==> src/rtl/eeprom_txn_pkg.sv <==
package eeprom_txn_pkg;

    typedef enum logic
    {
        OP_WRITE = 1'b0,
        OP_READ  = 1'b1
    } eeprom_op_e;

    typedef enum logic
    {
        ST_OK   = 1'b0,
        ST_NACK = 1'b1   // slave refused a byte
    } rsp_status_e;

    localparam int ADDR_W = 11;   // 2 KB part, top 3 bits go in the control byte
    localparam int DATA_W = 8;

    localparam logic [3:0] DEV_CODE = 4'b1010;

    // queue depths double as the initial credit counts
    localparam int CMD_DEPTH = 2;
    localparam int RSP_DEPTH = 2;

    localparam int CMD_PTR_W = $clog2(CMD_DEPTH);
    localparam int CMD_CNT_W = $clog2(CMD_DEPTH + 1);
    localparam int RSP_PTR_W = $clog2(RSP_DEPTH);
    localparam int RSP_CNT_W = $clog2(RSP_DEPTH + 1);
    localparam int HOST_CREDIT_W = 4;   // host may hold up to 15 response slots

endpackage

==> src/rtl/serial_bus_pkg.sv <==
package serial_bus_pkg;

    typedef enum logic [3:0]
    {
        IDLE,
        START,
        SEND_BYTE,
        GET_ACK,
        RESTART,
        RECV_BYTE,
        SEND_NOACK,
        STOP,
        DONE
    } bus_state_e;

    // scl level, one CLK per half cycle
    typedef enum logic
    {
        LOW  = 1'b0,
        HIGH = 1'b1
    } bus_phase_e;

endpackage

==> src/rtl/eeprom_if.sv <==
interface eeprom_cmd_if
    import eeprom_txn_pkg::*;
();
    logic              valid;
    eeprom_op_e        op;
    logic [DATA_W-1:0] ctrl_byte;
    logic [DATA_W-1:0] addr_byte;
    logic [DATA_W-1:0] data;
    logic              take;   // pops the head entry

    modport source (output valid, op, ctrl_byte, addr_byte, data, input take);
    modport sink (input valid, op, ctrl_byte, addr_byte, data, output take);
endinterface

interface eeprom_rsp_if
    import eeprom_txn_pkg::*;
();
    logic              push;
    eeprom_op_e        op;
    rsp_status_e       status;
    logic [DATA_W-1:0] data;
    logic              credit;   // one slot freed in the response queue

    modport source (output push, op, status, data, input credit);
    modport sink (input push, op, status, data, output credit);
endinterface

==> src/rtl/eeprom_cmd_decode.sv <==
module eeprom_cmd_decode
    import eeprom_txn_pkg::*;
(
    input  logic              CLK,
    input  logic              RESET,
    input  logic              cmd_valid,
    input  eeprom_op_e        cmd_op,
    input  logic [ADDR_W-1:0] cmd_addr,
    input  logic [DATA_W-1:0] cmd_data,
    output logic              cmd_credit,
    eeprom_cmd_if.source      cmd
);

    eeprom_op_e           q_op   [CMD_DEPTH];
    logic [DATA_W-1:0]    q_ctrl [CMD_DEPTH];
    logic [DATA_W-1:0]    q_addr [CMD_DEPTH];
    logic [DATA_W-1:0]    q_data [CMD_DEPTH];
    logic [CMD_PTR_W-1:0] wr_ptr;
    logic [CMD_PTR_W-1:0] rd_ptr;
    logic [CMD_CNT_W-1:0] count;

    always_ff @(posedge CLK)
    begin
        if (cmd_valid)
        begin
            q_op[wr_ptr]   <= cmd_op;
            // device code, block select, write
            q_ctrl[wr_ptr] <= {DEV_CODE, cmd_addr[ADDR_W-1:DATA_W], 1'b0};
            q_addr[wr_ptr] <= cmd_addr[DATA_W-1:0];
            q_data[wr_ptr] <= cmd_data;
        end
    end

    always_ff @(posedge CLK)
    begin
        if (RESET)
        begin
            wr_ptr     <= '0;
            rd_ptr     <= '0;
            count      <= '0;
            cmd_credit <= 1'b0;
        end
        else
        begin
            if (cmd_valid)
                wr_ptr <= (wr_ptr == CMD_PTR_W'(CMD_DEPTH - 1)) ? '0 : wr_ptr + 1'b1;
            if (cmd.take)
                rd_ptr <= (rd_ptr == CMD_PTR_W'(CMD_DEPTH - 1)) ? '0 : rd_ptr + 1'b1;
            case ({cmd_valid, cmd.take})
                2'b10:   count <= count + 1'b1;
                2'b01:   count <= count - 1'b1;
                default: count <= count;
            endcase
            cmd_credit <= cmd.take;   // slot free again
        end
    end

    assign cmd.valid     = count != '0;
    assign cmd.op        = q_op[rd_ptr];
    assign cmd.ctrl_byte = q_ctrl[rd_ptr];
    assign cmd.addr_byte = q_addr[rd_ptr];
    assign cmd.data      = q_data[rd_ptr];

    // host must stay within its command credit
    assert property (@(posedge CLK) disable iff (RESET)
        !(cmd_valid && count == CMD_CNT_W'(CMD_DEPTH)))
        else $error("command pushed into a full queue");

endmodule

==> src/rtl/eeprom_bus_execute.sv <==
module eeprom_bus_execute
    import eeprom_txn_pkg::*;
    import serial_bus_pkg::*;
(
    input  logic         CLK,
    input  logic         RESET,
    eeprom_cmd_if.sink   cmd,
    eeprom_rsp_if.source rsp,
    output logic         scl,
    output logic         sda_oe,   // 1 pulls sda low
    input  logic         sda_in
);

    bus_state_e           state;
    bus_phase_e           phase;
    logic [2:0]           bit_cnt;
    logic [1:0]           byte_idx;
    logic [DATA_W-1:0]    shreg;
    eeprom_op_e           op_q;
    logic [DATA_W-1:0]    ctrl_q;
    logic [DATA_W-1:0]    addr_q;
    logic [DATA_W-1:0]    wdata_q;
    logic [DATA_W-1:0]    rx_data;
    rsp_status_e          status_q;
    logic [RSP_CNT_W-1:0] credit_cnt;
    logic                 start_cmd;
    logic                 run;

    assign start_cmd = state == IDLE && cmd.valid && credit_cnt != '0;
    assign run       = state != IDLE && state != DONE;

    assign cmd.take   = start_cmd;
    assign rsp.push   = state == DONE;
    assign rsp.op     = op_q;
    assign rsp.status = status_q;
    assign rsp.data   = rx_data;

    // scl moves on the falling CLK edge, so sda updates land mid phase
    always_ff @(negedge CLK)
    begin
        if (RESET)
            phase <= LOW;
        else if (run && phase == LOW)
            phase <= HIGH;
        else
            phase <= LOW;
    end

    assign scl = phase == HIGH;

    always_ff @(posedge CLK)
    begin
        if (RESET)
            credit_cnt <= RSP_CNT_W'(RSP_DEPTH);
        else
            case ({start_cmd, rsp.credit})
                2'b10:   credit_cnt <= credit_cnt - 1'b1;
                2'b01:   credit_cnt <= credit_cnt + 1'b1;
                default: credit_cnt <= credit_cnt;
            endcase
    end

    always_ff @(posedge CLK)
    begin
        if (RESET)
        begin
            state   <= IDLE;
            sda_oe  <= 1'b0;
            bit_cnt <= 3'd7;   // wraps back to 7 after every byte
        end
        else
        begin
            case (state)
                IDLE:
                    if (start_cmd)
                    begin
                        op_q     <= cmd.op;
                        ctrl_q   <= cmd.ctrl_byte;
                        addr_q   <= cmd.addr_byte;
                        wdata_q  <= cmd.data;
                        shreg    <= cmd.ctrl_byte;
                        byte_idx <= 2'd0;
                        status_q <= ST_OK;
                        rx_data  <= '0;
                        state    <= START;
                    end
                START:
                    if (phase == HIGH)
                    begin
                        sda_oe <= 1'b1;   // sda falls with scl high
                        state  <= SEND_BYTE;
                    end
                SEND_BYTE:
                    if (phase == LOW)
                        sda_oe <= ~shreg[DATA_W-1];
                    else
                    begin
                        shreg   <= shreg << 1;
                        bit_cnt <= bit_cnt - 1'b1;
                        if (bit_cnt == 3'd0)
                            state <= GET_ACK;
                    end
                GET_ACK:
                    if (phase == LOW)
                        sda_oe <= 1'b0;   // hand the line to the slave
                    else if (sda_in)
                    begin
                        status_q <= ST_NACK;
                        state    <= STOP;
                    end
                    else
                    begin
                        byte_idx <= byte_idx + 1'b1;
                        case (byte_idx)
                            2'd0:
                            begin
                                shreg <= addr_q;
                                state <= SEND_BYTE;
                            end
                            2'd1:
                                if (op_q == OP_WRITE)
                                begin
                                    shreg <= wdata_q;
                                    state <= SEND_BYTE;
                                end
                                else
                                    state <= RESTART;
                            default:
                                state <= (op_q == OP_WRITE) ? STOP : RECV_BYTE;
                        endcase
                    end
                RESTART:
                    if (phase == LOW)
                        sda_oe <= 1'b0;
                    else
                    begin
                        sda_oe <= 1'b1;
                        shreg  <= {ctrl_q[DATA_W-1:1], 1'b1};   // read control byte
                        state  <= SEND_BYTE;
                    end
                RECV_BYTE:
                    if (phase == LOW)
                        sda_oe <= 1'b0;
                    else
                    begin
                        shreg   <= {shreg[DATA_W-2:0], sda_in};
                        bit_cnt <= bit_cnt - 1'b1;
                        if (bit_cnt == 3'd0)
                            state <= SEND_NOACK;
                    end
                SEND_NOACK:
                    if (phase == LOW)
                    begin
                        sda_oe  <= 1'b0;   // released line is the no-ack
                        rx_data <= shreg;
                    end
                    else
                        state <= STOP;
                STOP:
                    if (phase == LOW)
                        sda_oe <= 1'b1;
                    else
                    begin
                        sda_oe <= 1'b0;   // sda rises with scl high
                        state  <= DONE;
                    end
                DONE:
                    state <= IDLE;
                default:
                    state <= IDLE;
            endcase
        end
    end

    // result block returns no more credits than it was given
    assert property (@(posedge CLK) disable iff (RESET)
        credit_cnt <= RSP_CNT_W'(RSP_DEPTH))
        else $error("result credit count above queue depth");

    assert property (@(posedge CLK) disable iff (RESET)
        ($changed(sda_oe) && $past(phase) == HIGH)
            |-> $past(state) inside {START, RESTART, STOP})
        else $error("sda changed while scl high outside start or stop");

endmodule

==> src/rtl/eeprom_result.sv <==
module eeprom_result
    import eeprom_txn_pkg::*;
(
    input  logic              CLK,
    input  logic              RESET,
    eeprom_rsp_if.sink        rsp,
    input  logic              rsp_credit,
    output logic              rsp_valid,
    output eeprom_op_e        rsp_op,
    output rsp_status_e       rsp_status,
    output logic [DATA_W-1:0] rsp_data
);

    eeprom_op_e               q_op     [RSP_DEPTH];
    rsp_status_e              q_status [RSP_DEPTH];
    logic [DATA_W-1:0]        q_data   [RSP_DEPTH];
    logic [RSP_PTR_W-1:0]     wr_ptr;
    logic [RSP_PTR_W-1:0]     rd_ptr;
    logic [RSP_CNT_W-1:0]     count;
    logic [HOST_CREDIT_W-1:0] host_cnt;
    logic                     send;

    assign send       = count != '0 && host_cnt != '0;
    assign rsp.credit = send;   // entry leaves, execute may start another

    always_ff @(posedge CLK)
    begin
        if (rsp.push)
        begin
            q_op[wr_ptr]     <= rsp.op;
            q_status[wr_ptr] <= rsp.status;
            q_data[wr_ptr]   <= (rsp.op == OP_WRITE) ? '0 : rsp.data;
        end
        if (send)
        begin
            rsp_op     <= q_op[rd_ptr];
            rsp_status <= q_status[rd_ptr];
            rsp_data   <= q_data[rd_ptr];
        end
    end

    always_ff @(posedge CLK)
    begin
        if (RESET)
        begin
            wr_ptr    <= '0;
            rd_ptr    <= '0;
            count     <= '0;
            host_cnt  <= '0;
            rsp_valid <= 1'b0;
        end
        else
        begin
            if (rsp.push)
                wr_ptr <= (wr_ptr == RSP_PTR_W'(RSP_DEPTH - 1)) ? '0 : wr_ptr + 1'b1;
            if (send)
                rd_ptr <= (rd_ptr == RSP_PTR_W'(RSP_DEPTH - 1)) ? '0 : rd_ptr + 1'b1;
            case ({rsp.push, send})
                2'b10:   count <= count + 1'b1;
                2'b01:   count <= count - 1'b1;
                default: count <= count;
            endcase
            case ({rsp_credit, send})
                2'b10:   host_cnt <= host_cnt + 1'b1;
                2'b01:   host_cnt <= host_cnt - 1'b1;
                default: host_cnt <= host_cnt;
            endcase
            rsp_valid <= send;
        end
    end

    // execute only starts a command while holding a slot here
    assert property (@(posedge CLK) disable iff (RESET)
        !(rsp.push && count == RSP_CNT_W'(RSP_DEPTH)))
        else $error("result pushed into a full queue");

endmodule

==> src/rtl/eeprom_ctrl_top.sv <==
module eeprom_ctrl_top
    import eeprom_txn_pkg::*;
(
    input  logic              CLK,
    input  logic              RESET,
    input  logic              cmd_valid,
    input  eeprom_op_e        cmd_op,
    input  logic [ADDR_W-1:0] cmd_addr,
    input  logic [DATA_W-1:0] cmd_data,
    output logic              cmd_credit,
    input  logic              rsp_credit,
    output logic              rsp_valid,
    output eeprom_op_e        rsp_op,
    output rsp_status_e       rsp_status,
    output logic [DATA_W-1:0] rsp_data,
    output logic              scl,
    output logic              sda_oe,
    input  logic              sda_in
);

    eeprom_cmd_if cmd_bus ();
    eeprom_rsp_if rsp_bus ();

    eeprom_cmd_decode u_decode (
        .CLK        (CLK),
        .RESET      (RESET),
        .cmd_valid  (cmd_valid),
        .cmd_op     (cmd_op),
        .cmd_addr   (cmd_addr),
        .cmd_data   (cmd_data),
        .cmd_credit (cmd_credit),
        .cmd        (cmd_bus.source)
    );

    eeprom_bus_execute u_execute (
        .CLK    (CLK),
        .RESET  (RESET),
        .cmd    (cmd_bus.sink),
        .rsp    (rsp_bus.source),
        .scl    (scl),
        .sda_oe (sda_oe),
        .sda_in (sda_in)
    );

    eeprom_result u_result (
        .CLK        (CLK),
        .RESET      (RESET),
        .rsp        (rsp_bus.sink),
        .rsp_credit (rsp_credit),
        .rsp_valid  (rsp_valid),
        .rsp_op     (rsp_op),
        .rsp_status (rsp_status),
        .rsp_data   (rsp_data)
    );

endmodule

==> config.mk <==
export PLATFORM = sky130hd
export DESIGN_NAME = eeprom_ctrl_top
export DESIGN_NICKNAME = d
export VERILOG_FILES = /design/src/rtl/eeprom_txn_pkg.sv /design/src/rtl/serial_bus_pkg.sv /design/src/rtl/eeprom_if.sv /design/src/rtl/eeprom_cmd_decode.sv /design/src/rtl/eeprom_bus_execute.sv /design/src/rtl/eeprom_result.sv /design/src/rtl/eeprom_ctrl_top.sv
export SDC_FILE = /design/constraint.sdc
export NUM_CORES = 1
export LEC_CHECK = 0
export ABC_CLOCK_PERIOD_IN_PS = 6000
export BUFFER_PORTS_ARGS = -buffer_cell sky130_fd_sc_hd__buf_4
export CORE_UTILIZATION = 45
export CTS_CLUSTER_SIZE = 20
export DETAILED_ROUTE_END_ITERATION = 16
export PLACE_DENSITY = 0.63
export SLEW_MARGIN = 5
export SYNTH_ARGS = -nofsm -noshare
export SYNTH_HDL_FRONTEND = slang
export SYNTH_HIERARCHICAL = 1
export SYNTH_SLANG_ARGS = --single-unit
==> constraint.sdc <==
create_clock -name CLK -period 6 [get_ports CLK]
set_input_delay 0.9 -clock CLK [delete_from_list [all_inputs] [get_ports CLK]]
set_output_delay 0.9 -clock CLK [all_outputs]
set_load 0.01 [all_outputs]
# Word level (Yosys, flattened, before mapping)
# Memories as Yosys holds them, arrays and structs flattened. A register that Yosys moved wholly into a read port is not among the register bits.
# Cells that the tools add are included.
[word_totals]
ram_bits = 60
mem_bits_ro = 0
ff_bits = 52
elab_cells = 167
output_inout_bits = 14
input_bits = 25
latch_bits = 0
n_memories = 7
[op_classes]
bitwise_logic = 3
n_mul = 0
shift = 0
order_cmp = 0
n_reduce_logical = 32
eq_ne = 36
n_div = 0
mux = 56
n_addsub = 14
[mem_list]
columns = ["name", "depth", "word_bits", "read_ports", "rd_clocked_by_memory_dff", "write_ports", "line_no", "source"]
rows = [
  ["u_decode.q_addr", 2, 8, 1, 1, 1, "eeprom_cmd_decode.sv:16", "logic [DATA_W-1:0] q_addr [CMD_DEPTH];"],
  ["u_decode.q_data", 2, 8, 1, 1, 1, "eeprom_cmd_decode.sv:17", "logic [DATA_W-1:0] q_data [CMD_DEPTH];"],
  ["u_result.q_data", 2, 8, 1, 1, 1, "eeprom_result.sv:16", "logic [DATA_W-1:0] q_data [RSP_DEPTH];"],
  ["u_decode.q_ctrl", 2, 3, 1, 1, 1, "eeprom_cmd_decode.sv:15", "logic [DATA_W-1:0] q_ctrl [CMD_DEPTH];"],
  ["u_decode.q_op", 2, 1, 1, 1, 1, "eeprom_cmd_decode.sv:14", "eeprom_op_e q_op [CMD_DEPTH];"],
  ["u_result.q_op", 2, 1, 1, 1, 1, "eeprom_result.sv:14", "eeprom_op_e q_op [RSP_DEPTH];"],
  ["+1 memories", "--", "--", "--", "--", "--", "--", ""],
]
[op_table]
columns = ["cell", "n"]
rows = [
  ["$mux W8", 10],
  ["$mux W4", 10],
  ["$pmux W8 S5", 1],
  ["$pmux W8 S2", 2],
  ["$pmux W4 S7", 1],
  ["$ne A2 B1 Y1 const B", 10],
  ["$mux W1", 19],
  ["$reduce_bool A2 Y1", 9],
  ["$eq A4 B3 Y1 const B", 4],
  ["$pmux W2 S2", 4],
  ["$pmux W4 S2", 2],
  ["$ne A2 B2 Y1 const B", 6],
  ["$eq A2 B1 Y1 const B", 5],
  ["$reduce_and A10 Y1", 1],
  ["$reduce_and A5 Y1", 2],
  ["$reduce_bool A5 Y1", 2],
  ["$reduce_and A9 Y1", 1],
  ["$add A2 B1 Y2 const B", 4],
  ["$eq A2 B2 Y1 const B", 4],
  ["$eq A4 B2 Y1 const B", 2],
  ["$mux W2", 4],
  ["$reduce_and A4 Y1", 2],
  ["$reduce_bool A4 Y1", 2],
  ["$sub A2 B1 Y2 const B", 3],
  ["21 further kinds", 31],
]

# Logic depth before layout (Yosys ltp)
[logic_depth]
ltp_word = 5
mapped_depth = 9
depth_no_buf = 9

# Modules after synthesis
# Netlist, hierarchy kept.
[modules_own_cells]
columns = ["module", "area_per_inst_um2", "cells_each", "seq_area_each_um2", "instances"]
rows = [
  ["eeprom_bus_execute", 2517.4, 218, 1511.4, 1],
  ["eeprom_cmd_decode", 1706.6, 92, 1321.3, 1],
  ["eeprom_result", 1534.0, 101, 1081.0, 1],
]

==> results.json <==
{
  "run_status": "finished clean",
  "synthSimpleGateAreaFrac_pct": 10.1,
  "worstRegToRegCells": 3,
  "core_area_um2": 12300,
  "timing.slew.headroom_pct": 19.3,
  "use_met3_pct": 4.48,
  "reg2reg_slack_ns": 1.20,
  "endpoint": "scl",
  "cts_tree": "yes",
  "antenna_found_initial": 0,
  "io_pins": 39,
  "worstSetupStartpointType": "flop",
  "yosys.area.top_type": "edfxtp_1",
  "synthCells": 411,
  "cts_buffers": 17,
  "initial_core_util_pct": 47.0,
  "grt_pass1_vias": 3105,
  "grt_util_all_layers_pct": 14.6,
  "final_common_cell": "edfxtp_1",
  "dpl.hpwl_um": 5740,
  "hold_buffers": 0,
  "synth_top_area_share_pct": 58.9,
  "finalHoldViolations": 0,
  "critPathMaxFanout": 14,
  "cpMaxStageDelayCell": "dfxtp_1",
  "instances_no_fill": 633,
  "r2r-end": "u_execute/shreg[6]",
  "synth-adder-area-share_pct": 2.17,
  "wire_per_inst_um": 13.8,
  "final_cell_mix": "edfxtp_1, buf_4, mux2_2, nor2_1, dfxtp_1",
  "dieArea_um2": 13300,
  "vias": 3240,
  "first_pass_iters": 5,
  "setup-tns-final_ns": 0,
  "syn_to_final_growth_pct": 16.9,
  "hold-worst-slack_ns": 0.463,
  "muxShareOfSynthArea_pct": 7.84,
  "avgSynthCellArea_um2": 14.0,
  "htree_levels": 4,
  "synth-seq-area-share_pct": 68.0,
  "cts_setup_buffers": 0,
  "netlist_area_um2": 5760,
  "dpl.cell_count": 603,
  "cts_sinks": 139,
  "required_ns": 5.10,
  "skew_ns": 0.0281,
  "ys_seq_elements": 139,
  "numPortBuffers": 38,
  "drt-total-wl_um": 8760,
  "ant_nets": 0,
  "synth_xor_area_share_pct": 2.28,
  "busiest_layer": "met2",
  "rsz0062_at_grt": "no",
  "cp.depth": 1,
  "die_w_um": 115,
  "use_met2_pct": 24.7,
  "grt_use_met1_pct": 16.8,
  "cts-root-buf": "clkbuf_16",
  "grt_overflow": 0,
  "die_h_um": 115,
  "hold_path_class": "reg2reg",
  "grt_pass1_wl_um": 14500,
  "drt_iter0_markers": 166,
  "end_kind": "output pin",
  "ctsLongestPathBuffers": 2,
  "p_leak_nw": 2.45,
  "path_delay_family": "flip-flops",
  "vias_per_cell": 5.12,
  "crit_type": "reg2out",
  "final.setup.worst_slack_ns": 0.824,
  "synth_compound_area_share_pct": 6.67,
  "crit_arrival_ns": 4.28,
  "fillers": 1018,
  "power_density_nw_per_um2": 410,
  "startpoint": "u_execute/scl",
  "crit_chain": "buf_4",
  "rows": 40,
  "final_layout_size_suffix_gt1_share_pct": 24.7,
  "antenna_cells": 0,
  "globalplace.congestion": 0.844,
  "reg2reg_from": "u_execute/scl",
  "pre_cts_ws_ns": 1.22,
  "cp_slowest_stage_delay_ns": 0.63,
  "path_buf_inv": 1,
  "finalSetupViolCount": 0,
  "worstMarginPinSlew_ns": 1.21,
  "yosysWarnings": 6,
  "drv_slew": 0,
  "insertion_delay_ns": 0.43,
  "drc": 0,
  "yosys-top-cells-area": "edfxtp_1, dfxtp_1, mux2_2",
  "synth_top_family_by_area": "simple AND/OR/NAND/NOR gates",
  "grt_max_degree": 34,
  "cts_resized": 0,
  "nets": 489,
  "path_clk_slew_ns": 0.05,
  "ys_types": 51,
  "cap_violations": 0,
  "vdd_ir_drop_max_v": 0.000209
}
[synthesized netlist by cell type (all sizes together)]
master   number
o2111a        1
xnor2         7
o21bai        1
nand2        25
nor3b         1
a32o          1
o21a          1
or3b          2
clkbuf        6
o21ai        23
o41ai         1
a211o         3
nor4          4
buf          14
mux2         38
a211oi        2
xor2          8
nor2         30
or4           1
mux2i         2
and2         21
o211ai        1
edfxtp      113
or3           3
a2111oi       1
nand2b        4
and3          1
dfxtp        26
or2           3
nand4bb       1
nor2b         9
nor3          6
a21oi        12
ha           10
nand3b        1
conb          2
a221o         2
inv          15
o22ai         1
a222oi        7
a31oi         1
[per-stage QoR]
stage / util (%) / total power, mW / instance area, um^2
after floorplan: - / 1.69 / 5770
after global placement: 50.4 / 1.82 / 6180
after detailed placement: 50.4 / 1.83 / 6180
after CTS: 54.9 / 2.79 / 6730
after global routing: 54.9 / 2.90 / 6730
final: 54.9 / 2.76 / 6730
[registers in the layout (all words and copies together), names as in the netlist, 2 cells and up, named ones only]
signal                flops
u_decode/q_addr          16
u_execute/addr_q          8
u_execute/byte_idx        2
u_execute/state           4
u_result/count            2
u_decode/q_ctrl           6
u_execute/credit_cnt      2
u_result/q_status         2
u_execute/ctrl_q          7
u_decode/q_data          16
u_execute/shreg           8
u_decode/q_op             2
u_result/q_data          16
u_execute/bit_cnt         3
u_execute/wdata_q         8
u_result/rsp_data         8
u_result/q_op             2
u_decode/count            2
u_result/host_cnt         4
u_execute/rsp.data        8
[routing by layer]
layer	up-vias	part of all wire, %
li1	1587	-
met1	1532	44
met2	111	49
met3	10	5.9
met4	0	1.3
met5	-	0
[cells by family after synthesis]
kind of cell             after synthesis
AO/OA/AOI/OAI                         58
XOR/XNOR                              15
adder cells (fa/ha/maj)               10
buffers and inverters                 35
flip-flops                           139
multiplexers                          40
other                                  2
AND/OR/NAND/NOR                      112
[power breakdown]
group | switching [mW] | leakage, nW | total (mW) | internal [mW]
sequential | 0.0849 | 1.26 | 1.31 | 1.22
combinational | 0.281 | 0.920 | 0.502 | 0.221
clock | 0.364 | 0.273 | 0.951 | 0.587
[worst min path at each step]
| stage | startpoint | endpoint | slack, ns | cells after the start |
|---|---|---|---|---|
| floorplan | u_execute/rsp.status | u_result/q_status[0] | 0.42 | 0 |
| global placement | u_execute/bit_cnt[2] | u_execute/bit_cnt[2] | 0.44 | 1 |
| detailed placement | u_execute/bit_cnt[1] | u_execute/bit_cnt[1] | 0.45 | 1 |
| CTS | u_execute/bit_cnt[1] | u_execute/bit_cnt[1] | 0.47 | 1 |
| global route | u_execute/bit_cnt[2] | u_execute/bit_cnt[2] | 0.48 | 1 |
| finish | u_execute/bit_cnt[2] | u_execute/bit_cnt[2] | 0.46 | 1 |
[area by class of cell]
type / instances / area (um^2) / share of cell area (%)
sequential: 139 / 3910 / 58.1
multi-input combinational: 240 / 1700 / 25.2
clock buffer: 19 / 454 / 6.74
timing repair buffer: 41 / 308 / 4.57
tap: 168 / 210 / 3.12
clock inverter: 12 / 98.8 / 1.47
inverter: 14 / 52.6 / 0.780
Note: power is estimated with default switching activity, not from simulation.
